`config.mk`:
```
export PLATFORM = sky130hd
export DESIGN_NAME = sccb_master_top
export DESIGN_NICKNAME = d
export VERILOG_FILES = /design/src/rtl/sccb_bus_pkg.sv /design/src/rtl/sccb_ctrl_pkg.sv /design/src/rtl/i2c_bit_phy.sv /design/src/rtl/sccb_master_top.sv /design/src/rtl/sccb_req_decode.sv /design/src/rtl/sccb_resp.sv /design/src/rtl/sccb_sequencer.sv
export VERILOG_INCLUDE_DIRS = /design/src /design/src/rtl
export SDC_FILE = /design/constraint.sdc
export NUM_CORES = 1
export LEC_CHECK = 0
export ABC_AREA = 1
export BUFFER_PORTS_ARGS = -buffer_cell sky130_fd_sc_hd__buf_4
export CORE_MARGIN = 3
export CORE_UTILIZATION = 31
export DETAILED_ROUTE_END_ITERATION = 12
export HOLD_SLACK_MARGIN = 0.08
export PLACE_DENSITY = 0.46
export SETUP_SLACK_MARGIN = 0.3
export SLEW_MARGIN = 25
export SYNTH_ARGS = -nofsm -noshare
export SYNTH_HDL_FRONTEND = slang
export SYNTH_SLANG_ARGS = --single-unit
```
`constraint.sdc`:
```
create_clock -name clk_i -period 3.1 [get_ports clk_i]
set_input_delay 0.465 -clock clk_i [delete_from_list [all_inputs] [get_ports clk_i]]
set_output_delay 0.465 -clock clk_i [all_outputs]
set_load 0.01 [all_outputs]
```
`src/rtl/sccb_defs.svh`:
```
// Timing and width constants for the SCCB master and its testbench where SCCB_QUARTER must be 2 or more
`ifndef SCCB_DEFS_SVH
`define SCCB_DEFS_SVH

// clk_i cycles per quarter of an SCL period
`define SCCB_QUARTER 10

// Sensor register address width, taken from the low AXI address bits
`define SCCB_SUB_W 16

// Sensor register data width, taken from the low AXI data bits
`define SCCB_DATA_W 8

`endif

```
`src/rtl/sccb_bus_pkg.sv`:
```
// AXI4-Lite bundles carry only the fields this master uses and have no strobe or protection bits
`include "sccb_defs.svh"

package sccb_bus_pkg;

// Response codes on the B and R channels
typedef enum logic [1:0] {
  RESP_OKAY   = 2'b00,
  RESP_SLVERR = 2'b10
} axil_resp_e;

// Master to slave
typedef struct packed {
  logic                    awvalid;
  logic [`SCCB_SUB_W-1:0]  awaddr;
  logic                    wvalid;
  logic [`SCCB_DATA_W-1:0] wdata;
  logic                    arvalid;
  logic [`SCCB_SUB_W-1:0]  araddr;
  logic                    bready;
  logic                    rready;
} axil_req_t;

// Slave to master
typedef struct packed {
  logic                    awready;
  logic                    wready;
  logic                    arready;
  logic                    bvalid;
  axil_resp_e              bresp;
  logic                    rvalid;
  logic [`SCCB_DATA_W-1:0] rdata;
  axil_resp_e              rresp;
} axil_rsp_t;

endpackage

```
`src/rtl/sccb_ctrl_pkg.sv`:
```
// Internal control types of the SCCB master and only one request is in flight at a time
`include "sccb_defs.svh"

package sccb_ctrl_pkg;

// Bit level commands for the PHY
typedef enum logic [2:0] {
  CMD_NOP   = 3'd0,
  CMD_START = 3'd1,
  CMD_STOP  = 3'd2,
  CMD_WRITE = 3'd3,
  CMD_READ  = 3'd4
} phy_cmd_e;

// Frame sequence, shared by reads and writes up to the register address
typedef enum logic [3:0] {
  IDLE_S,
  START_0_S,
  SLAVE_ADDR_0_S,
  ACK_0_S,
  SUB_ADDR_MSB_S,
  ACK_1_S,
  SUB_ADDR_LSB_S,
  ACK_2_S,
  START_1_S,
  SLAVE_ADDR_1_S,
  ACK_3_S,
  WR_DATA_S,
  RD_DATA_S,
  NACK_S,
  STOP_S
} seq_state_e;

typedef struct packed {
  logic                    rd;
  logic [`SCCB_SUB_W-1:0]  sub_addr;
  logic [`SCCB_DATA_W-1:0] wdata;
} sccb_req_t;

typedef struct packed {
  logic                    rd;
  logic                    nack;
  logic [`SCCB_DATA_W-1:0] rdata;
} sccb_result_t;

endpackage

```
`src/rtl/i2c_bit_phy.sv`:
```
// Fixed SCL timing with no clock stretching, no arbitration and SCCB_QUARTER of at least 2
`timescale 1ns/100ps
`include "sccb_defs.svh"

module i2c_bit_phy (
  input                            clk_i,
  input                            rst_i,
  input  sccb_ctrl_pkg::phy_cmd_e  cmd_i,
  input                            data_i,
  output logic                     data_o,
  output logic                     cmd_done_o,
  input                            sda_i,
  output logic                     sda_o,
  output logic                     sda_oe_o,
  input                            scl_i,
  output logic                     scl_o,
  output logic                     scl_oe_o
);

sccb_ctrl_pkg::phy_cmd_e cmd_q;
logic                    busy;
logic [$clog2(`SCCB_QUARTER)-1:0] q_cnt;
logic [1:0]              phase;
logic                    quarter_end;
logic                    sda_pull;
logic                    scl_pull;

// Pads only pull low and the external pull-up makes the high level
assign sda_o = 1'b0;
assign scl_o = 1'b0;

assign quarter_end = q_cnt == $bits( q_cnt )'( `SCCB_QUARTER - 1 );
assign cmd_done_o  = busy && quarter_end && phase == 2'd3;

always_ff @( posedge clk_i, posedge rst_i )
  if( rst_i )
    begin
      busy  <= 1'b0;
      cmd_q <= sccb_ctrl_pkg::CMD_NOP;
      q_cnt <= '0;
      phase <= 2'd0;
    end
  else
    if( !busy )
      begin
        if( cmd_i != sccb_ctrl_pkg::CMD_NOP )
          begin
            busy  <= 1'b1;
            cmd_q <= cmd_i;
            q_cnt <= '0;
            phase <= 2'd0;
          end
      end
    else
      if( quarter_end )
        begin
          q_cnt <= '0;
          phase <= phase + 2'd1;
          if( phase == 2'd3 )
            busy <= 1'b0;
        end
      else
        q_cnt <= q_cnt + 1'b1;

// Line shape per quarter where 1 means pulled low
always_comb
  begin
    sda_pull = sda_oe_o;
    scl_pull = phase == 2'd0 || phase == 2'd3;
    case( cmd_q )
      // SDA released, SCL released, SDA falls, SCL falls
      sccb_ctrl_pkg::CMD_START:
        begin
          sda_pull = phase[1];
          scl_pull = phase == 2'd0 || phase == 2'd3;
        end
      // SDA low, SCL released, SDA rises
      sccb_ctrl_pkg::CMD_STOP:
        begin
          sda_pull = !phase[1];
          scl_pull = phase == 2'd0;
        end
      sccb_ctrl_pkg::CMD_WRITE: sda_pull = !data_i;
      sccb_ctrl_pkg::CMD_READ:  sda_pull = 1'b0;
      default:
        begin
          sda_pull = sda_oe_o;
          scl_pull = scl_oe_o;
        end
    endcase
  end

// Outputs hold their last level between commands
always_ff @( posedge clk_i, posedge rst_i )
  if( rst_i )
    begin
      sda_oe_o <= 1'b0;
      scl_oe_o <= 1'b0;
    end
  else
    if( busy )
      begin
        sda_oe_o <= sda_pull;
        scl_oe_o <= scl_pull;
      end

// Sample at the start of the third quarter and read a low SCL as a high bit
always_ff @( posedge clk_i )
  if( busy && cmd_q == sccb_ctrl_pkg::CMD_READ && phase == 2'd2 && q_cnt == '0 )
    data_o <= sda_i || !scl_i;

endmodule

```
`src/rtl/sccb_master_top.sv`:
```
// SCCB master with an AXI4-Lite slave port and open-drain pads that need an external pull-up
`timescale 1ns/100ps
`include "sccb_defs.svh"

module sccb_master_top (
  input                             clk_i,
  input                             rst_i,
  input  sccb_bus_pkg::axil_req_t   axil_req_i,
  output sccb_bus_pkg::axil_rsp_t   axil_rsp_o,
  input        [6:0]                slave_addr_i,
  input                             sda_i,
  output logic                      sda_o,
  output logic                      sda_oe_o,
  input                             scl_i,
  output logic                      scl_o,
  output logic                      scl_oe_o
);

sccb_ctrl_pkg::sccb_req_t    req;
sccb_ctrl_pkg::sccb_result_t result;
sccb_ctrl_pkg::phy_cmd_e     phy_cmd;
sccb_bus_pkg::axil_resp_e    bresp;
sccb_bus_pkg::axil_resp_e    rresp;
logic [`SCCB_DATA_W-1:0]     rdata;
logic                        awready;
logic                        wready;
logic                        arready;
logic                        bvalid;
logic                        rvalid;
logic                        req_stb;
logic                        result_stb;
logic                        txn_done;
logic                        phy_tx_bit;
logic                        phy_rx_bit;
logic                        phy_done;

assign axil_rsp_o.awready = awready;
assign axil_rsp_o.wready  = wready;
assign axil_rsp_o.arready = arready;
assign axil_rsp_o.bvalid  = bvalid;
assign axil_rsp_o.bresp   = bresp;
assign axil_rsp_o.rvalid  = rvalid;
assign axil_rsp_o.rdata   = rdata;
assign axil_rsp_o.rresp   = rresp;

sccb_req_decode i_sccb_req_decode (
  .clk_i      ( clk_i      ),
  .rst_i      ( rst_i      ),
  .axil_req_i ( axil_req_i ),
  .txn_done_i ( txn_done   ),
  .awready_o  ( awready    ),
  .wready_o   ( wready     ),
  .arready_o  ( arready    ),
  .req_stb_o  ( req_stb    ),
  .req_o      ( req        )
);

sccb_sequencer i_sccb_sequencer (
  .clk_i        ( clk_i        ),
  .rst_i        ( rst_i        ),
  .req_stb_i    ( req_stb      ),
  .req_i        ( req          ),
  .slave_addr_i ( slave_addr_i ),
  .phy_done_i   ( phy_done     ),
  .phy_rx_bit_i ( phy_rx_bit   ),
  .phy_cmd_o    ( phy_cmd      ),
  .phy_tx_bit_o ( phy_tx_bit   ),
  .result_stb_o ( result_stb   ),
  .result_o     ( result       )
);

i2c_bit_phy i_i2c_bit_phy (
  .clk_i      ( clk_i      ),
  .rst_i      ( rst_i      ),
  .cmd_i      ( phy_cmd    ),
  .data_i     ( phy_tx_bit ),
  .data_o     ( phy_rx_bit ),
  .cmd_done_o ( phy_done   ),
  .sda_i      ( sda_i      ),
  .sda_o      ( sda_o      ),
  .sda_oe_o   ( sda_oe_o   ),
  .scl_i      ( scl_i      ),
  .scl_o      ( scl_o      ),
  .scl_oe_o   ( scl_oe_o   )
);

sccb_resp i_sccb_resp (
  .clk_i        ( clk_i             ),
  .rst_i        ( rst_i             ),
  .result_stb_i ( result_stb        ),
  .result_i     ( result            ),
  .bready_i     ( axil_req_i.bready ),
  .rready_i     ( axil_req_i.rready ),
  .bvalid_o     ( bvalid            ),
  .bresp_o      ( bresp             ),
  .rvalid_o     ( rvalid            ),
  .rdata_o      ( rdata             ),
  .rresp_o      ( rresp             ),
  .txn_done_o   ( txn_done          )
);

endmodule

```
`src/rtl/sccb_req_decode.sv`:
```
// Write needs awvalid and wvalid together and wins over a read offered in the same cycle
`timescale 1ns/100ps

module sccb_req_decode (
  input                             clk_i,
  input                             rst_i,
  input  sccb_bus_pkg::axil_req_t   axil_req_i,
  input                             txn_done_i,
  output logic                      awready_o,
  output logic                      wready_o,
  output logic                      arready_o,
  output logic                      req_stb_o,
  output sccb_ctrl_pkg::sccb_req_t  req_o
);

// Set from acceptance until the response handshake
logic slot_full;
logic wr_req;
logic rd_req;

assign wr_req = axil_req_i.awvalid && axil_req_i.wvalid;
assign rd_req = axil_req_i.arvalid && !wr_req;

assign awready_o = !slot_full;
assign wready_o  = !slot_full;
// A read losing to a write must not see its handshake complete
assign arready_o = !slot_full && !wr_req;

assign req_stb_o = !slot_full && ( wr_req || rd_req );

always_comb
  begin
    req_o.rd       = !wr_req;
    req_o.sub_addr = wr_req ? axil_req_i.awaddr : axil_req_i.araddr;
    req_o.wdata    = axil_req_i.wdata;
  end

always_ff @( posedge clk_i, posedge rst_i )
  if( rst_i )
    slot_full <= 1'b0;
  else
    if( req_stb_o )
      slot_full <= 1'b1;
    else
      if( txn_done_i )
        slot_full <= 1'b0;

endmodule

```
`src/rtl/sccb_resp.sv`:
```
// Holds one B or R response until the master takes it and a NACK result gives SLVERR
`timescale 1ns/100ps
`include "sccb_defs.svh"

module sccb_resp (
  input                                clk_i,
  input                                rst_i,
  input                                result_stb_i,
  input  sccb_ctrl_pkg::sccb_result_t  result_i,
  input                                bready_i,
  input                                rready_i,
  output logic                         bvalid_o,
  output sccb_bus_pkg::axil_resp_e     bresp_o,
  output logic                         rvalid_o,
  output logic [`SCCB_DATA_W-1:0]      rdata_o,
  output sccb_bus_pkg::axil_resp_e     rresp_o,
  output logic                         txn_done_o
);

sccb_bus_pkg::axil_resp_e resp_code;

assign resp_code  = result_i.nack ? sccb_bus_pkg::RESP_SLVERR : sccb_bus_pkg::RESP_OKAY;
assign txn_done_o = ( bvalid_o && bready_i ) || ( rvalid_o && rready_i );

always_ff @( posedge clk_i, posedge rst_i )
  if( rst_i )
    begin
      bvalid_o <= 1'b0;
      rvalid_o <= 1'b0;
    end
  else
    if( result_stb_i )
      begin
        bvalid_o <= !result_i.rd;
        rvalid_o <= result_i.rd;
      end
    else
      begin
        if( bready_i )
          bvalid_o <= 1'b0;
        if( rready_i )
          rvalid_o <= 1'b0;
      end

always_ff @( posedge clk_i )
  if( result_stb_i )
    begin
      bresp_o <= resp_code;
      rresp_o <= resp_code;
      rdata_o <= result_i.rdata;
    end

endmodule

```
`src/rtl/sccb_sequencer.sv`:
```
// One register access per request and a missing ACK jumps to STOP and reports nack with zero data
`timescale 1ns/100ps
`include "sccb_defs.svh"

module sccb_sequencer (
  input                                clk_i,
  input                                rst_i,
  input                                req_stb_i,
  input  sccb_ctrl_pkg::sccb_req_t     req_i,
  input        [6:0]                   slave_addr_i,
  input                                phy_done_i,
  input                                phy_rx_bit_i,
  output sccb_ctrl_pkg::phy_cmd_e      phy_cmd_o,
  output logic                         phy_tx_bit_o,
  output logic                         result_stb_o,
  output sccb_ctrl_pkg::sccb_result_t  result_o
);

sccb_ctrl_pkg::seq_state_e state;
sccb_ctrl_pkg::seq_state_e next_state;
sccb_ctrl_pkg::sccb_req_t  req_q;

// Outgoing byte, MSB first
logic [`SCCB_DATA_W-1:0] tx_shift;
logic [`SCCB_DATA_W-1:0] rx_shift;
logic [2:0]              bit_cnt;
logic                    nack;
logic                    byte_state;
logic                    ack_state;
logic                    byte_last;
logic                    stop_done;

assign byte_state = state inside { sccb_ctrl_pkg::SLAVE_ADDR_0_S, sccb_ctrl_pkg::SUB_ADDR_MSB_S,
                                   sccb_ctrl_pkg::SUB_ADDR_LSB_S, sccb_ctrl_pkg::SLAVE_ADDR_1_S,
                                   sccb_ctrl_pkg::WR_DATA_S,      sccb_ctrl_pkg::RD_DATA_S };
assign ack_state  = state inside { sccb_ctrl_pkg::ACK_0_S, sccb_ctrl_pkg::ACK_1_S,
                                   sccb_ctrl_pkg::ACK_2_S, sccb_ctrl_pkg::ACK_3_S };
assign byte_last  = phy_done_i && bit_cnt == 3'd7;
assign stop_done  = phy_done_i && state == sccb_ctrl_pkg::STOP_S;

assign phy_tx_bit_o = tx_shift[`SCCB_DATA_W-1];

always_ff @( posedge clk_i, posedge rst_i )
  if( rst_i )
    state <= sccb_ctrl_pkg::IDLE_S;
  else
    state <= next_state;

always_comb
  begin
    next_state = state;
    case( state )
      sccb_ctrl_pkg::IDLE_S:
        if( req_stb_i )
          next_state = sccb_ctrl_pkg::START_0_S;
      sccb_ctrl_pkg::START_0_S:
        if( phy_done_i )
          next_state = sccb_ctrl_pkg::SLAVE_ADDR_0_S;
      sccb_ctrl_pkg::SLAVE_ADDR_0_S:
        if( byte_last )
          next_state = sccb_ctrl_pkg::ACK_0_S;
      sccb_ctrl_pkg::ACK_0_S:
        if( phy_done_i )
          next_state = phy_rx_bit_i ? sccb_ctrl_pkg::STOP_S : sccb_ctrl_pkg::SUB_ADDR_MSB_S;
      sccb_ctrl_pkg::SUB_ADDR_MSB_S:
        if( byte_last )
          next_state = sccb_ctrl_pkg::ACK_1_S;
      sccb_ctrl_pkg::ACK_1_S:
        if( phy_done_i )
          next_state = phy_rx_bit_i ? sccb_ctrl_pkg::STOP_S : sccb_ctrl_pkg::SUB_ADDR_LSB_S;
      sccb_ctrl_pkg::SUB_ADDR_LSB_S:
        if( byte_last )
          next_state = sccb_ctrl_pkg::ACK_2_S;
      sccb_ctrl_pkg::ACK_2_S:
        if( phy_done_i )
          if( phy_rx_bit_i )
            next_state = sccb_ctrl_pkg::STOP_S;
          else
            next_state = req_q.rd ? sccb_ctrl_pkg::START_1_S : sccb_ctrl_pkg::WR_DATA_S;
      sccb_ctrl_pkg::START_1_S:
        if( phy_done_i )
          next_state = sccb_ctrl_pkg::SLAVE_ADDR_1_S;
      sccb_ctrl_pkg::SLAVE_ADDR_1_S:
        if( byte_last )
          next_state = sccb_ctrl_pkg::ACK_3_S;
      sccb_ctrl_pkg::ACK_3_S:
        if( phy_done_i )
          next_state = phy_rx_bit_i ? sccb_ctrl_pkg::STOP_S : sccb_ctrl_pkg::RD_DATA_S;
      sccb_ctrl_pkg::WR_DATA_S,
      sccb_ctrl_pkg::RD_DATA_S:
        if( byte_last )
          next_state = sccb_ctrl_pkg::NACK_S;
      sccb_ctrl_pkg::NACK_S:
        if( phy_done_i )
          next_state = sccb_ctrl_pkg::STOP_S;
      sccb_ctrl_pkg::STOP_S:
        if( phy_done_i )
          next_state = sccb_ctrl_pkg::IDLE_S;
      default:
        next_state = sccb_ctrl_pkg::IDLE_S;
    endcase
  end

always_ff @( posedge clk_i )
  if( state == sccb_ctrl_pkg::IDLE_S && req_stb_i )
    req_q <= req_i;

// Load a byte on entry to its state, shift once per finished bit
always_ff @( posedge clk_i )
  if( state != next_state )
    case( next_state )
      sccb_ctrl_pkg::SLAVE_ADDR_0_S: tx_shift <= { slave_addr_i, 1'b0 };
      sccb_ctrl_pkg::SUB_ADDR_MSB_S: tx_shift <= req_q.sub_addr[`SCCB_SUB_W-1 -: `SCCB_DATA_W];
      sccb_ctrl_pkg::SUB_ADDR_LSB_S: tx_shift <= req_q.sub_addr[`SCCB_DATA_W-1:0];
      sccb_ctrl_pkg::SLAVE_ADDR_1_S: tx_shift <= { slave_addr_i, 1'b1 };
      sccb_ctrl_pkg::WR_DATA_S:      tx_shift <= req_q.wdata;
      // Released SDA in the ninth bit of a read is the master NACK
      sccb_ctrl_pkg::NACK_S:         tx_shift <= { 1'b1, { ( `SCCB_DATA_W - 1 ){ 1'b0 } } };
      default:                       tx_shift <= tx_shift;
    endcase
  else
    if( byte_state && phy_done_i )
      tx_shift <= tx_shift << 1;

always_ff @( posedge clk_i, posedge rst_i )
  if( rst_i )
    bit_cnt <= 3'd0;
  else
    if( byte_state && phy_done_i )
      bit_cnt <= bit_cnt + 3'd1;

always_ff @( posedge clk_i, posedge rst_i )
  if( rst_i )
    begin
      rx_shift <= '0;
      nack     <= 1'b0;
    end
  else
    if( state == sccb_ctrl_pkg::IDLE_S && req_stb_i )
      begin
        rx_shift <= '0;
        nack     <= 1'b0;
      end
    else
      if( phy_done_i )
        if( state == sccb_ctrl_pkg::RD_DATA_S )
          rx_shift <= { rx_shift[`SCCB_DATA_W-2:0], phy_rx_bit_i };
        else
          // Ninth bit of a write checks the sensor ACK of the data byte
          if( phy_rx_bit_i && ( ack_state || ( state == sccb_ctrl_pkg::NACK_S && !req_q.rd ) ) )
            begin
              nack     <= 1'b1;
              rx_shift <= '0;
            end

// Command follows the state entered, so it holds until phy_done_i
always_ff @( posedge clk_i, posedge rst_i )
  if( rst_i )
    phy_cmd_o <= sccb_ctrl_pkg::CMD_NOP;
  else
    case( next_state )
      sccb_ctrl_pkg::START_0_S,
      sccb_ctrl_pkg::START_1_S:      phy_cmd_o <= sccb_ctrl_pkg::CMD_START;
      sccb_ctrl_pkg::SLAVE_ADDR_0_S,
      sccb_ctrl_pkg::SUB_ADDR_MSB_S,
      sccb_ctrl_pkg::SUB_ADDR_LSB_S,
      sccb_ctrl_pkg::SLAVE_ADDR_1_S,
      sccb_ctrl_pkg::WR_DATA_S:      phy_cmd_o <= sccb_ctrl_pkg::CMD_WRITE;
      sccb_ctrl_pkg::ACK_0_S,
      sccb_ctrl_pkg::ACK_1_S,
      sccb_ctrl_pkg::ACK_2_S,
      sccb_ctrl_pkg::ACK_3_S,
      sccb_ctrl_pkg::RD_DATA_S:      phy_cmd_o <= sccb_ctrl_pkg::CMD_READ;
      sccb_ctrl_pkg::NACK_S:
        phy_cmd_o <= req_q.rd ? sccb_ctrl_pkg::CMD_WRITE : sccb_ctrl_pkg::CMD_READ;
      sccb_ctrl_pkg::STOP_S:         phy_cmd_o <= sccb_ctrl_pkg::CMD_STOP;
      default:                       phy_cmd_o <= sccb_ctrl_pkg::CMD_NOP;
    endcase

always_ff @( posedge clk_i, posedge rst_i )
  if( rst_i )
    result_stb_o <= 1'b0;
  else
    result_stb_o <= stop_done;

always_ff @( posedge clk_i )
  if( stop_done )
    begin
      result_o.rd    <= req_q.rd;
      result_o.nack  <= nack;
      result_o.rdata <= rx_shift;
    end

endmodule

```
# Yosys cells after proc, flatten, opt, wreduce, memory -nomap -nowiden
# Index checks and enable logic that the tools add are counted.
# word_totals
romBits	0
memories	0
out_inout_bits	21
latchBits	0
inputBits	56
register_bits	89
wordCells	179
ram_bits	0
# op_classes
n_bitwise	1
n_eq_ne	40
shifts	0
n_addsub	3
n_mul	0
n_reduce_logical	57
muxes	53
order_cmp	0
div_mod_pow	0
# op_table
operator	count
4-bit two-way mux	20
4-bit == test, second input constant	15
4-bit case mux with 14 select lines	1
8-bit two-way mux	6
8-bit case mux with 6 select lines	1
4-bit by 3-bit == test with 1-bit output, second input constant	8
1-bit logical AND	17
4-bit by 2-bit == test with 1-bit output, second input constant	4
16-bit two-way mux	1
2-bit nonzero test	8
3-bit case mux with 5 select lines	1
1-bit two-way mux	14
2-bit two-way mux	6
2-bit AND reduction	6
5-bit OR reduction	2
4-bit by 1-bit == test with 1-bit output, second input constant	2
4-bit logical NOT	2
4-bit nonzero test	2
1-bit logical NOT	7
7-bit inequality test, second input constant	1
3-bit by 2-bit == test with 1-bit output, second input constant	2
3-bit == test, second input constant	2
3-bit nonzero test	2
6-bit nonzero test	1
other kinds (17)	23

# Logic depth before layout (Yosys ltp)
# Gate-level depths: netlist (run 1).
# depth
ltp_word	10
mapped_depth	19
mapped_depth_nobuf	19

# Cells and area by module
# From an unflattened synthesis (run 1), not the netlist that was laid out.
# unflattened
cells_unflattened	562
area_unflattened_um2	4793.3
# modules_own_cells
mod	cells_each	n_inst	seq_area_each_um2	area_each_um2
sccb_sequencer	358	1	1791.7	3235.6
i2c_bit_phy	100	1	330.3	777.0
sccb_resp	28	1	320.3	395.4
sccb_req_decode	71	1	25.0	347.8
sccb_master_top	5	1	0.0	37.5

# Worst setup path after synthesis (run 1)
# Ideal clock, no wire load.
# synth_timing
path_kind	reg2reg
from	register i_i2c_bit_phy.q_cnt[1]
to	register i_sccb_sequencer.tx_shift[0] (enable)
setup_ps	378
path_buffers	0
t_required_ps	2722
stages_incl_launch_ff	17
arrival_ps	2275
setup_slack_ps	447
cell_sequence	dfrtp_1 inv_1 ha_1 nand2_2 nor2_4 nand3_2 nand2_1 nand2_1 nand2_2 nand2_1 nor2_2 nand2_2 nor2_8 inv_4 nand2_4 nor2_4 a31oi_1
# synth_between
elab_chain_cells	9
# synth_lines
element	line	text
from (decl)	i2c_bit_phy.sv:22	logic [$clog2(`SCCB_QUARTER)-1:0] q_cnt;
from (signal assigned)	i2c_bit_phy.sv:63	q_cnt <= q_cnt + 1'b1;
4-bit == test (*)	i2c_bit_phy.sv:32	assign quarter_end = q_cnt == $bits( q_cnt )'( `SCCB_QUARTER - 1 );
1-bit logical AND (*) (2 in a row)	i2c_bit_phy.sv:33	assign cmd_done_o = busy && quarter_end && phase == 2'd3;
1-bit logical AND	sccb_sequencer.sv:38	assign byte_last = phy_done_i && bit_cnt == 3'd7;
4-bit two-way mux, on equally long branches	n/a	
4-bit case mux with 14 select lines	sccb_sequencer.sv:52	case( state )
4-bit by 2-bit == test with 1-bit output, or another cell as far along	sccb_sequencer.sv:111	case( next_state )
7-bit inequality test (no line) / 2-bit nonzero test (equally long branches)	n/a	
2-bit AND reduction (no line) (*)	n/a	
to (signal assigned)	sccb_sequencer.sv:112	sccb_ctrl_pkg::SLAVE_ADDR_0_S: tx_shift <= { slave_addr_i, 1'b0 };
to (signal assigned)	sccb_sequencer.sv:113	sccb_ctrl_pkg::SUB_ADDR_MSB_S: tx_shift <= req_q.sub_addr[`SCCB_SUB_W-1 -: `SCCB_DATA_W];
to (signal assigned)	sccb_sequencer.sv:114	sccb_ctrl_pkg::SUB_ADDR_LSB_S: tx_shift <= req_q.sub_addr[`SCCB_DATA_W-1:0];
to (decl)	sccb_sequencer.sv:24	logic [`SCCB_DATA_W-1:0] tx_shift;
# Mark *: on every way between the ends. The rest lies on a longest branch, timed or not.
# A chain may end at the register's enable or synchronous reset.

# Worst setup path in the final report (run 1)
# layout_timing
from	register i_i2c_bit_phy.q_cnt[1]
to	register i_sccb_sequencer.tx_shift[7] (enable)
# layout_between
elab_chain_cells	9
# layout_lines
element	line	text
4-bit == test (*)	i2c_bit_phy.sv:32	
1-bit logical AND (*) (2 in a row)	i2c_bit_phy.sv:33	
1-bit logical AND	sccb_sequencer.sv:38	
4-bit two-way mux, on equally long branches	n/a	
4-bit case mux with 14 select lines (*)	sccb_sequencer.sv:52	
net i_sccb_sequencer.next_state[1]	sccb_sequencer.sv:20	sccb_ctrl_pkg::seq_state_e next_state;
4-bit by 2-bit == test with 1-bit output, or another cell as far along	sccb_sequencer.sv:111	
7-bit inequality test (no line) / 2-bit nonzero test (equally long branches)	n/a	
2-bit AND reduction (no line) (*)	n/a	
# The timed path passes the listed nets; every way through them passes the cells marked *.

==> results of run 1 <==
[synth_stat cells (2+ instances only)]
| master | instances |
|---|---|
| nand2_1 | 176 |
| edfxtp_1 | 53 |
| nor2_1 | 46 |
| inv_1 | 43 |
| dfrtp_1 | 35 |
| nand3_1 | 26 |
| o21ai_0 | 16 |
| a21oi_1 | 13 |
| buf_4 | 11 |
| ha_1 | 8 |
| nand2_2 | 8 |
| nor2_2 | 8 |
| nor2_4 | 7 |
| inv_2 | 6 |
| nand3_2 | 4 |
| a31oi_1 | 3 |
| clkbuf_1 | 3 |
| nand4_1 | 3 |
| nor3_1 | 3 |
| nor4_1 | 3 |
| o211ai_1 | 3 |
| xnor2_1 | 3 |
| buf_2 | 2 |
| nand2_4 | 2 |
| o22ai_1 | 2 |
| xor2_1 | 2 |
[layout by cell type, fill, tap and decap left out, types with 2 or more instances in the layout]
master / count
nand3_2: 2
dfrtp_2: 2
nand2_1: 172
nor2_1: 43
nor2_4: 10
a21oi_1: 13
xor2_1: 2
nand2_4: 7
nor2_2: 8
o21ai_0: 16
xnor2_1: 3
ha_1: 5
nand2_2: 7
nand3_1: 26
a31oi_1: 3
inv_2: 7
inv_6: 2
nor4_1: 3
buf_4: 89
o211ai_1: 3
nor3_1: 3
clkinv_1: 2
inv_4: 2
o22ai_1: 2
clkbuf_16: 9
nand4_1: 3
dfrtp_1: 33
nand3_4: 2
ha_2: 2
inv_1: 41
edfxtp_1: 53
conb_1: 4
[layout make-up]
class	count	share of cell area, %
well taps	180	3.96
inverters	51	3.46
multi-input cells	353	32.6
clock buffers	10	4.03
clock inverters	6	0.749
repair buffers	89	11.8
flip-flops and latches	88	43.5
[kinds of logic after synthesis]
logic type / share of synthesized area, %
buffers and inverters: 6.61
DFF: 54.8
AOI/OAI and AO/OA: 6.08
and+or+nand+nor: 29.3
adders and majority gates: 2.22
other: 0.0833
xor gates and xnor gates: 0.972
[routing by layer]
layer | share of wire, % | global-route usage (%) | up-vias
li1 | - | - | 1803
met1 | 45 | 17.1 | 1574
met2 | 47 | 22.1 | 104
met3 | 5.3 | 2.99 | 18
met4 | 2.6 | 6.75 | 0
met5 | 0 | 0 | -
[power by group]
part / switching (W) / internal [W] / total (W) / leakage [nW]
sequential: 0.00000250 / 0.00124 / 0.00124 / 0.899
clock: 0.000455 / 0.000546 / 0.00100 / 0.131
combinational: 0.0000478 / 0.0000607 / 0.000109 / 1.63
total: 0.000505 / 0.00185 / 0.00235 / 2.66
[worst min-delay path by stage]
| stage | cells after the start | end |
|---|---|---|
| 2_1_floorplan | 0 | i_sccb_resp.rdata_o[0] |
| 3_5_place_dp | 0 | i_sccb_resp.rdata_o[3] |
| 6_report | 2 | i_i2c_bit_phy.phase[1] |
| 4_1_cts | 1 | i_sccb_sequencer.req_q[5] |
| 3_3_place_gp | 0 | i_sccb_resp.rdata_o[1] |
| 5_1_grt | 1 | i_sccb_sequencer.req_q[0] |
[registers in the layout, summed over array words and instances (netlist names), 2 cells and up]
| register | count |
|---|---|
| i_i2c_bit_phy.phase | 2 |
| i_i2c_bit_phy.cmd_q | 3 |
| i_sccb_sequencer.tx_shift | 8 |
| i_sccb_sequencer.state | 4 |
| i_i2c_bit_phy.q_cnt | 4 |
| i_sccb_sequencer.result_o | 10 |
| i_sccb_sequencer.phy_cmd_o | 3 |
| i_sccb_sequencer.req_q | 25 |
| i_sccb_sequencer.bit_cnt | 3 |
| i_sccb_resp.rdata_o | 8 |
| i_sccb_sequencer.rx_shift | 8 |
[repair_timing]
action / 4_1_cts / 5_1_grt
hold buffers: 0 / 0
pin swaps: 0 / 12
setup endpoints to repair: 8 / 16
setup buffers: 0 / 11
resized for setup: 1 / 26
endpoints found under the hold margin: 0 / 0
[stage by stage]
step | area, um^2 | worst slack, ps | hold slack (ps) | utilization, % | std cells
floorplan | 4520 | 447 | 400 | - | 508
global placement | 5220 | 309 | 404 | 37.2 | 750
detailed placement | 5220 | 282 | 410 | 37.2 | 750
CTS | 5500 | 340 | 276 | 39.2 | 766
global route | 5680 | 284 | 276 | 40.5 | 777
finish | 5680 | 456 | 277 | 40.5 | 777
==> results by group, run 1 <==
Setup path
  – R2R depth: 15
  – Crit path largest cell delay: 390 ps
  – Worst-path cell chain: inv_2 > ha_4 > nand2_4 > nor2_4 > nand4_1 > nand2_2 > inv_2 > nor2_2 > nand3_4 > inv_4 > nand4_1 > nand2_4 > nor2_4 > a31oi_1 > buf_4
  – Worst Path Buf+Inv: 4
  – RR Startpoint: i_i2c_bit_phy.q_cnt[1]
  – Crit end category: flip-flop
  – Capture point of the critical path: i_sccb_sequencer.tx_shift[7]
  – Worst path slowest cell: dfrtp_1
  – Worst EP arrival: 2700 ps
  – Worst EP required: 3160 ps
  – R2R Setup Slk: 460 ps
  – Setup crit start: i_i2c_bit_phy.q_cnt[1]
  – Critical path fanouts, max: 8
  – Startpoint Class: flip-flop
  – FF-to-FF End: i_sccb_sequencer.tx_shift[7]
  – Cell family with most CP delay: simple AND/OR/NAND/NOR gates
  – Setup CP Type: flip-flop to flip-flop
  – Levels on crit path: 15

Timing
  – RSZ-0062 raised after global routing: no
  – Fin. Hold Viols: 0
  – Final Max Slew Viols: 0
  – Worst-margin pin slew: 797 ps
  – Clock Skew: 6.42 ps
  – Slew Limit Headroom: 46.8%
  – TNS Setup: 0 ps
  – Fmax: 378 MHz
  – Final period util: 85.3%
  – Final setup viols: 0
  – Crit path time final: 2640 ps

Floorplanning
  – Starting Density: 32.1%
  – Die H: 127 um
  – Core area: 14000 um^2
  – Rows: 43
  – DIE AREA: 16000 um^2
  – Die width: 127 um
  – IO Pins: 77

Synth
  – Post-synth EDFFs: 53
  – Netlist Area Pre-Place: 4500 um^2
  – Sequential cell area fraction in the yosys report: 54.8%
  – Syn Area/Cell: 8.92 um^2
  – Number of synthesized register bits: 88
  – Cell taking the most area after synthesis: edfxtp_1
  – Area share of the largest cell type after synthesis: 35.3%
  – Synth warnings: 0
  – Top post-synthesis cells by area: edfxtp_1 (35%), dfrtp_1 (19%), nand2_1 (15%)
  – Yosys cell types: 42
  – Top_reg_cell synth: edfxtp_1
  – Fraction of registers with async set/reset: 39.8%
  – Post-Synthesis Cells: 505

Finish
  – FF/Latch Area: 2470 um^2
  – Fin nets: 656
  – Layout cells sized above 1: 26.5%
  – Layout area overhead: 26.1%
  – Ant diodes: 0
  – Fill count: 1405
  – Multi-input gate area: 1850 um^2

Drt
  – Vias: 3499
  – 1st-pass router iterations: 4
  – DR WL/cell: 13.6 um
  – Routed vias/inst: 4.50
  – DRT antenna net count: 0
  – Final WL: 10500 um
  – DRC: 0
  – Iteration-0 DRC Markers: 182

Placed design
  – Dpl hpwl: 8250 um
  – Routability Congestion: 0.813
  – PortBufs: 72

Clocking
  – Clock latency on the worst-skew pair: 350 ps
  – Clock sink total: 88
  – H-Tree Depth: 3
  – CTS root buffer: clkbuf_16
  – Maximum buffer depth of the clock tree: 2
  – CTS buffer count: 9
  – Clock transition at path regs: 60 ps
  – CTS tree: done

GRT
  – Gr ovfl total: 0
  – First-pass GRT wire length: 17200 um
  – Initial antenna violation count: 0
  – Largest net degree at the start of global routing: 27
  – Gr usage total: 13.6%
  – Vias in the first global route: 3443

Power and ir drop
  – Power Total: 0.00235 W
  – Maximum vdd drop: 0.000301 V
  – Pleak: 2.66 nW
  – PwrDens: 414 nW/um^2

Run
  – Max Cap Viol: 0

Hold path
  – HP Class: input pin to async pin

Run status
  – Outcome: finished clean
No activity file was read; power rests on OpenSTA's default activity.
==> run 2, diff against run 1 <==
- PLACE_DENSITY: 0.46 -> not set
- clock period: 3.1 -> 2.87 ns (I/O delays scaled with it)
==> run 2 against run 1 <==
  * Global-route usage is 1.2 points lower
  * Final area is 3.0% higher
  * Register-to-register slack worse by 90 ps
  * First-iteration DRC count is 3.3% higher
  * Critical path type unchanged
  * Highest routed layer unchanged
==> results by group, run 2 (same netlist as run 1, synthesis figures left out) <==
GRT
  – Gr ovfl total: 0 (unchanged)
  – Largest net degree at the start of global routing: 36 (+33%)
  – Vias in the first global route: 3513 (+2.0%)
  – Gr usage total: 12.4% (-1.2 points)
  – First-pass GRT wire length: 16100 um (-6.2%)
  – Initial antenna violation count: 0 (unchanged)

Placed design
  – PortBufs: 72 (unchanged)
  – Dpl hpwl: 7340 um (-11%)
  – Routability Congestion: 0.918 (+13%)
  – Placed Instances: 754 (+0.53%)
  – Worst slack, placed: 52.4 ps (-230 ps)

Finish
  – Ant diodes: 0 (unchanged)
  – Commonest non-fill, non-tap cell in the layout: nand2_1
  – Fin nets: 666 (+1.5%)
  – Layout Cells excl Fill: 787 (+1.3%)
  – Largest register by flop count: i_sccb_sequencer.req_q
  – Max reg flops: 25 (unchanged)
  – Biggest regs: i_sccb_sequencer.req_q (25), i_sccb_sequencer.result_o (10)
  – Layout area overhead: 29.9%
  – Layout cells sized above 1: 29.3% (+2.9 points)
  – Leading cell types in the layout, fill and taps excluded: nand2_1 (171), buf_4 (98), edfxtp_1 (53)

Drt
  – DRC: 0 (unchanged)
  – DRT antenna net count: 0 (unchanged)
  – Final WL: 9870 um (-6.4%)
  – Vias: 3541 (+1.2%)
  – Routed vias/inst: 4.50 (about the same)
  – Iteration-0 DRC Markers: 188 (+3.3%)
  – 1st-pass router iterations: 5 (+1)
  – DR WL/cell: 12.5 um (-7.6%)

Floorplanning
  – Core area: 14000 um^2 (unchanged)
  – IO Pins: 77 (unchanged)
  – DIE AREA: 16000 um^2 (unchanged)
  – Starting Density: 32.1% (unchanged)
  – Die H: 127 um (unchanged)
  – Die width: 127 um (unchanged)
  – Rows: 43 (unchanged)

Clocking
  – H-Tree Depth: 3 (unchanged)
  – Clock sink total: 88 (unchanged)
  – CTS tree: done
  – Clock latency on the worst-skew pair: 340 ps (about the same)
  – Maximum buffer depth of the clock tree: 2 (unchanged)
  – CTS root buffer: clkbuf_16
  – CTS buffer count: 9 (unchanged)
  – Clock transition at path regs: 70 ps (about the same)

Setup path
  – Crit end category: flip-flop
  – Worst EP arrival: 2520 ps (-180 ps)
  – Setup crit start: i_i2c_bit_phy.q_cnt[1]
  – Critical path fanouts, max: 8 (unchanged)
  – Startpoint Class: flip-flop
  – Worst EP required: 2890 ps (-270 ps)
  – RR Startpoint: i_i2c_bit_phy.q_cnt[1]
  – Setup CP Type: flip-flop to flip-flop
  – R2R Setup Slk: 370 ps (-90 ps)

Timing
  – Worst setup margin: 368 ps (-88.9 ps)
  – RSZ-0062 raised after global routing: yes
  – Crit path time final: 2500 ps (-141 ps)
  – Slew Limit Headroom: 61.4% (+15 points)
  – Fmax: 400 MHz (+5.6%)
  – TNS Setup: 0 ps (unchanged)
  – Clock Skew: 10.2 ps (+3.73 ps)
  – Fin. Hold Viols: 0 (unchanged)
  – Final setup viols: 0 (unchanged)
  – Worst-margin pin slew: 573 ps (-224 ps)
  – Final period util: 87.2% (+1.9 points)
  – Final Max Slew Viols: 0 (unchanged)

Power and ir drop
  – Switching part of the total: 19.9% (-1.6 points)
  – Maximum vdd drop: 0.000285 V (-5.4%)
  – PwrDens: 465 nW/um^2 (+12%)
  – Power Total: 0.00272 W (+16%)
  – Pleak: 2.76 nW (+3.5%)
  – Combinational Power Share: 4.4% (-0.2 points)
  – Net Switching: 0.000540 W (+6.9%)
  – Clk pwr share: 46.2% (+3.7 points)
  – Internal power: 0.00218 W (+18%)
  – Sequential share of power: 49.3% (-3.6 points)

Run status
  – Outcome: finished clean

Run
  – Max Cap Viol: 0 (unchanged)

Hold path
  – HP Class: input pin to async pin
-- run 2: changes by cell type in the layout (fill, tap and decap cells not counted), sizes merged --
cell	before	now
clkbuf	10	9
clkinv	4	2
inv	52	53
buf	89	99
bufinv	0	2
-- run 2: through the flow --
step	utilization, %	hold slack, ps	area, um^2
2_1_floorplan	-	400	4520
3_3_place_gp	37.4	400	5260
3_5_place_dp	37.4	405	5260
4_1_cts	40.7	210	5720
5_1_grt	41.7	241	5850
6_report	41.7	199	5850
-- run 2: power groups by stage --
stage	Sequential (W)	Clock [W]	Combinational (W)
final	0.00134	0.00126	0.000121
after global routing	0.00134	0.00134	0.000136
after CTS	0.00134	0.00128	0.000124
after detailed placement	0.00137	0	0.000124
after global placement	0.00137	0	0.000121
after floorplan	0.00137	0	0.0000498
-- run 2: path summary, 6_finish.rpt --
check | depth (start not counted) | end
setup / recovery | 12 | i_sccb_sequencer.tx_shift[3]
max in group asynchronous | 3 | i_sccb_sequencer.state[3]
min in group clk_i | 1 | i_sccb_sequencer.req_q[0]
setup reg to reg | 12 | i_sccb_sequencer.tx_shift[3]
hold / removal | 3 | i_sccb_resp.rvalid_o
hold reg to reg | 0 | i_sccb_resp.rresp_o[1]
-- run 2: final cells by class --
cell class	instances	area, um^2
repair buffers	99	747
well taps	180	225
fillers	1339	8190
flip-flops and latches	88	2470
clock inverters	7	103
clock buffers	9	225
multi-input cells	353	1880
inverters	51	199
-- run 2: routing by layer --
layer / track usage [%] / share of wire, % / up-vias
li1: - / - / 1826
met1: 15.7 / 43 / 1563
met2: 20.1 / 48 / 132
met3: 3.58 / 6.8 / 20
met4: 4.98 / 2.2 / 0
met5: 0 / 0 / -
-- run 2: timing repair --
| action | 4_1_cts | 5_1_grt |
|---|---|---|
| hold buffers | 0 | 0 |
| endpoints found under the hold margin | 0 | 0 |
| endpoints found under the setup margin | 12 | 17 |
| resized for setup | 14 | 24 |
| pin swaps | 8 | 23 |
| setup buffers | 8 | 9 |
-- run 2: worst max-delay path: stages, from the launching register on --
cell,delay (ps)
dfrtp_1,390
inv_2,90
ha_4,160
nand2_4,60
nor2_4,170
nand4_4,150
nand2_2,100
nand2_1,70
nor2_2,130
nand2_4,120
nor2_2,180
nand3_1,180
a31oi_4,370
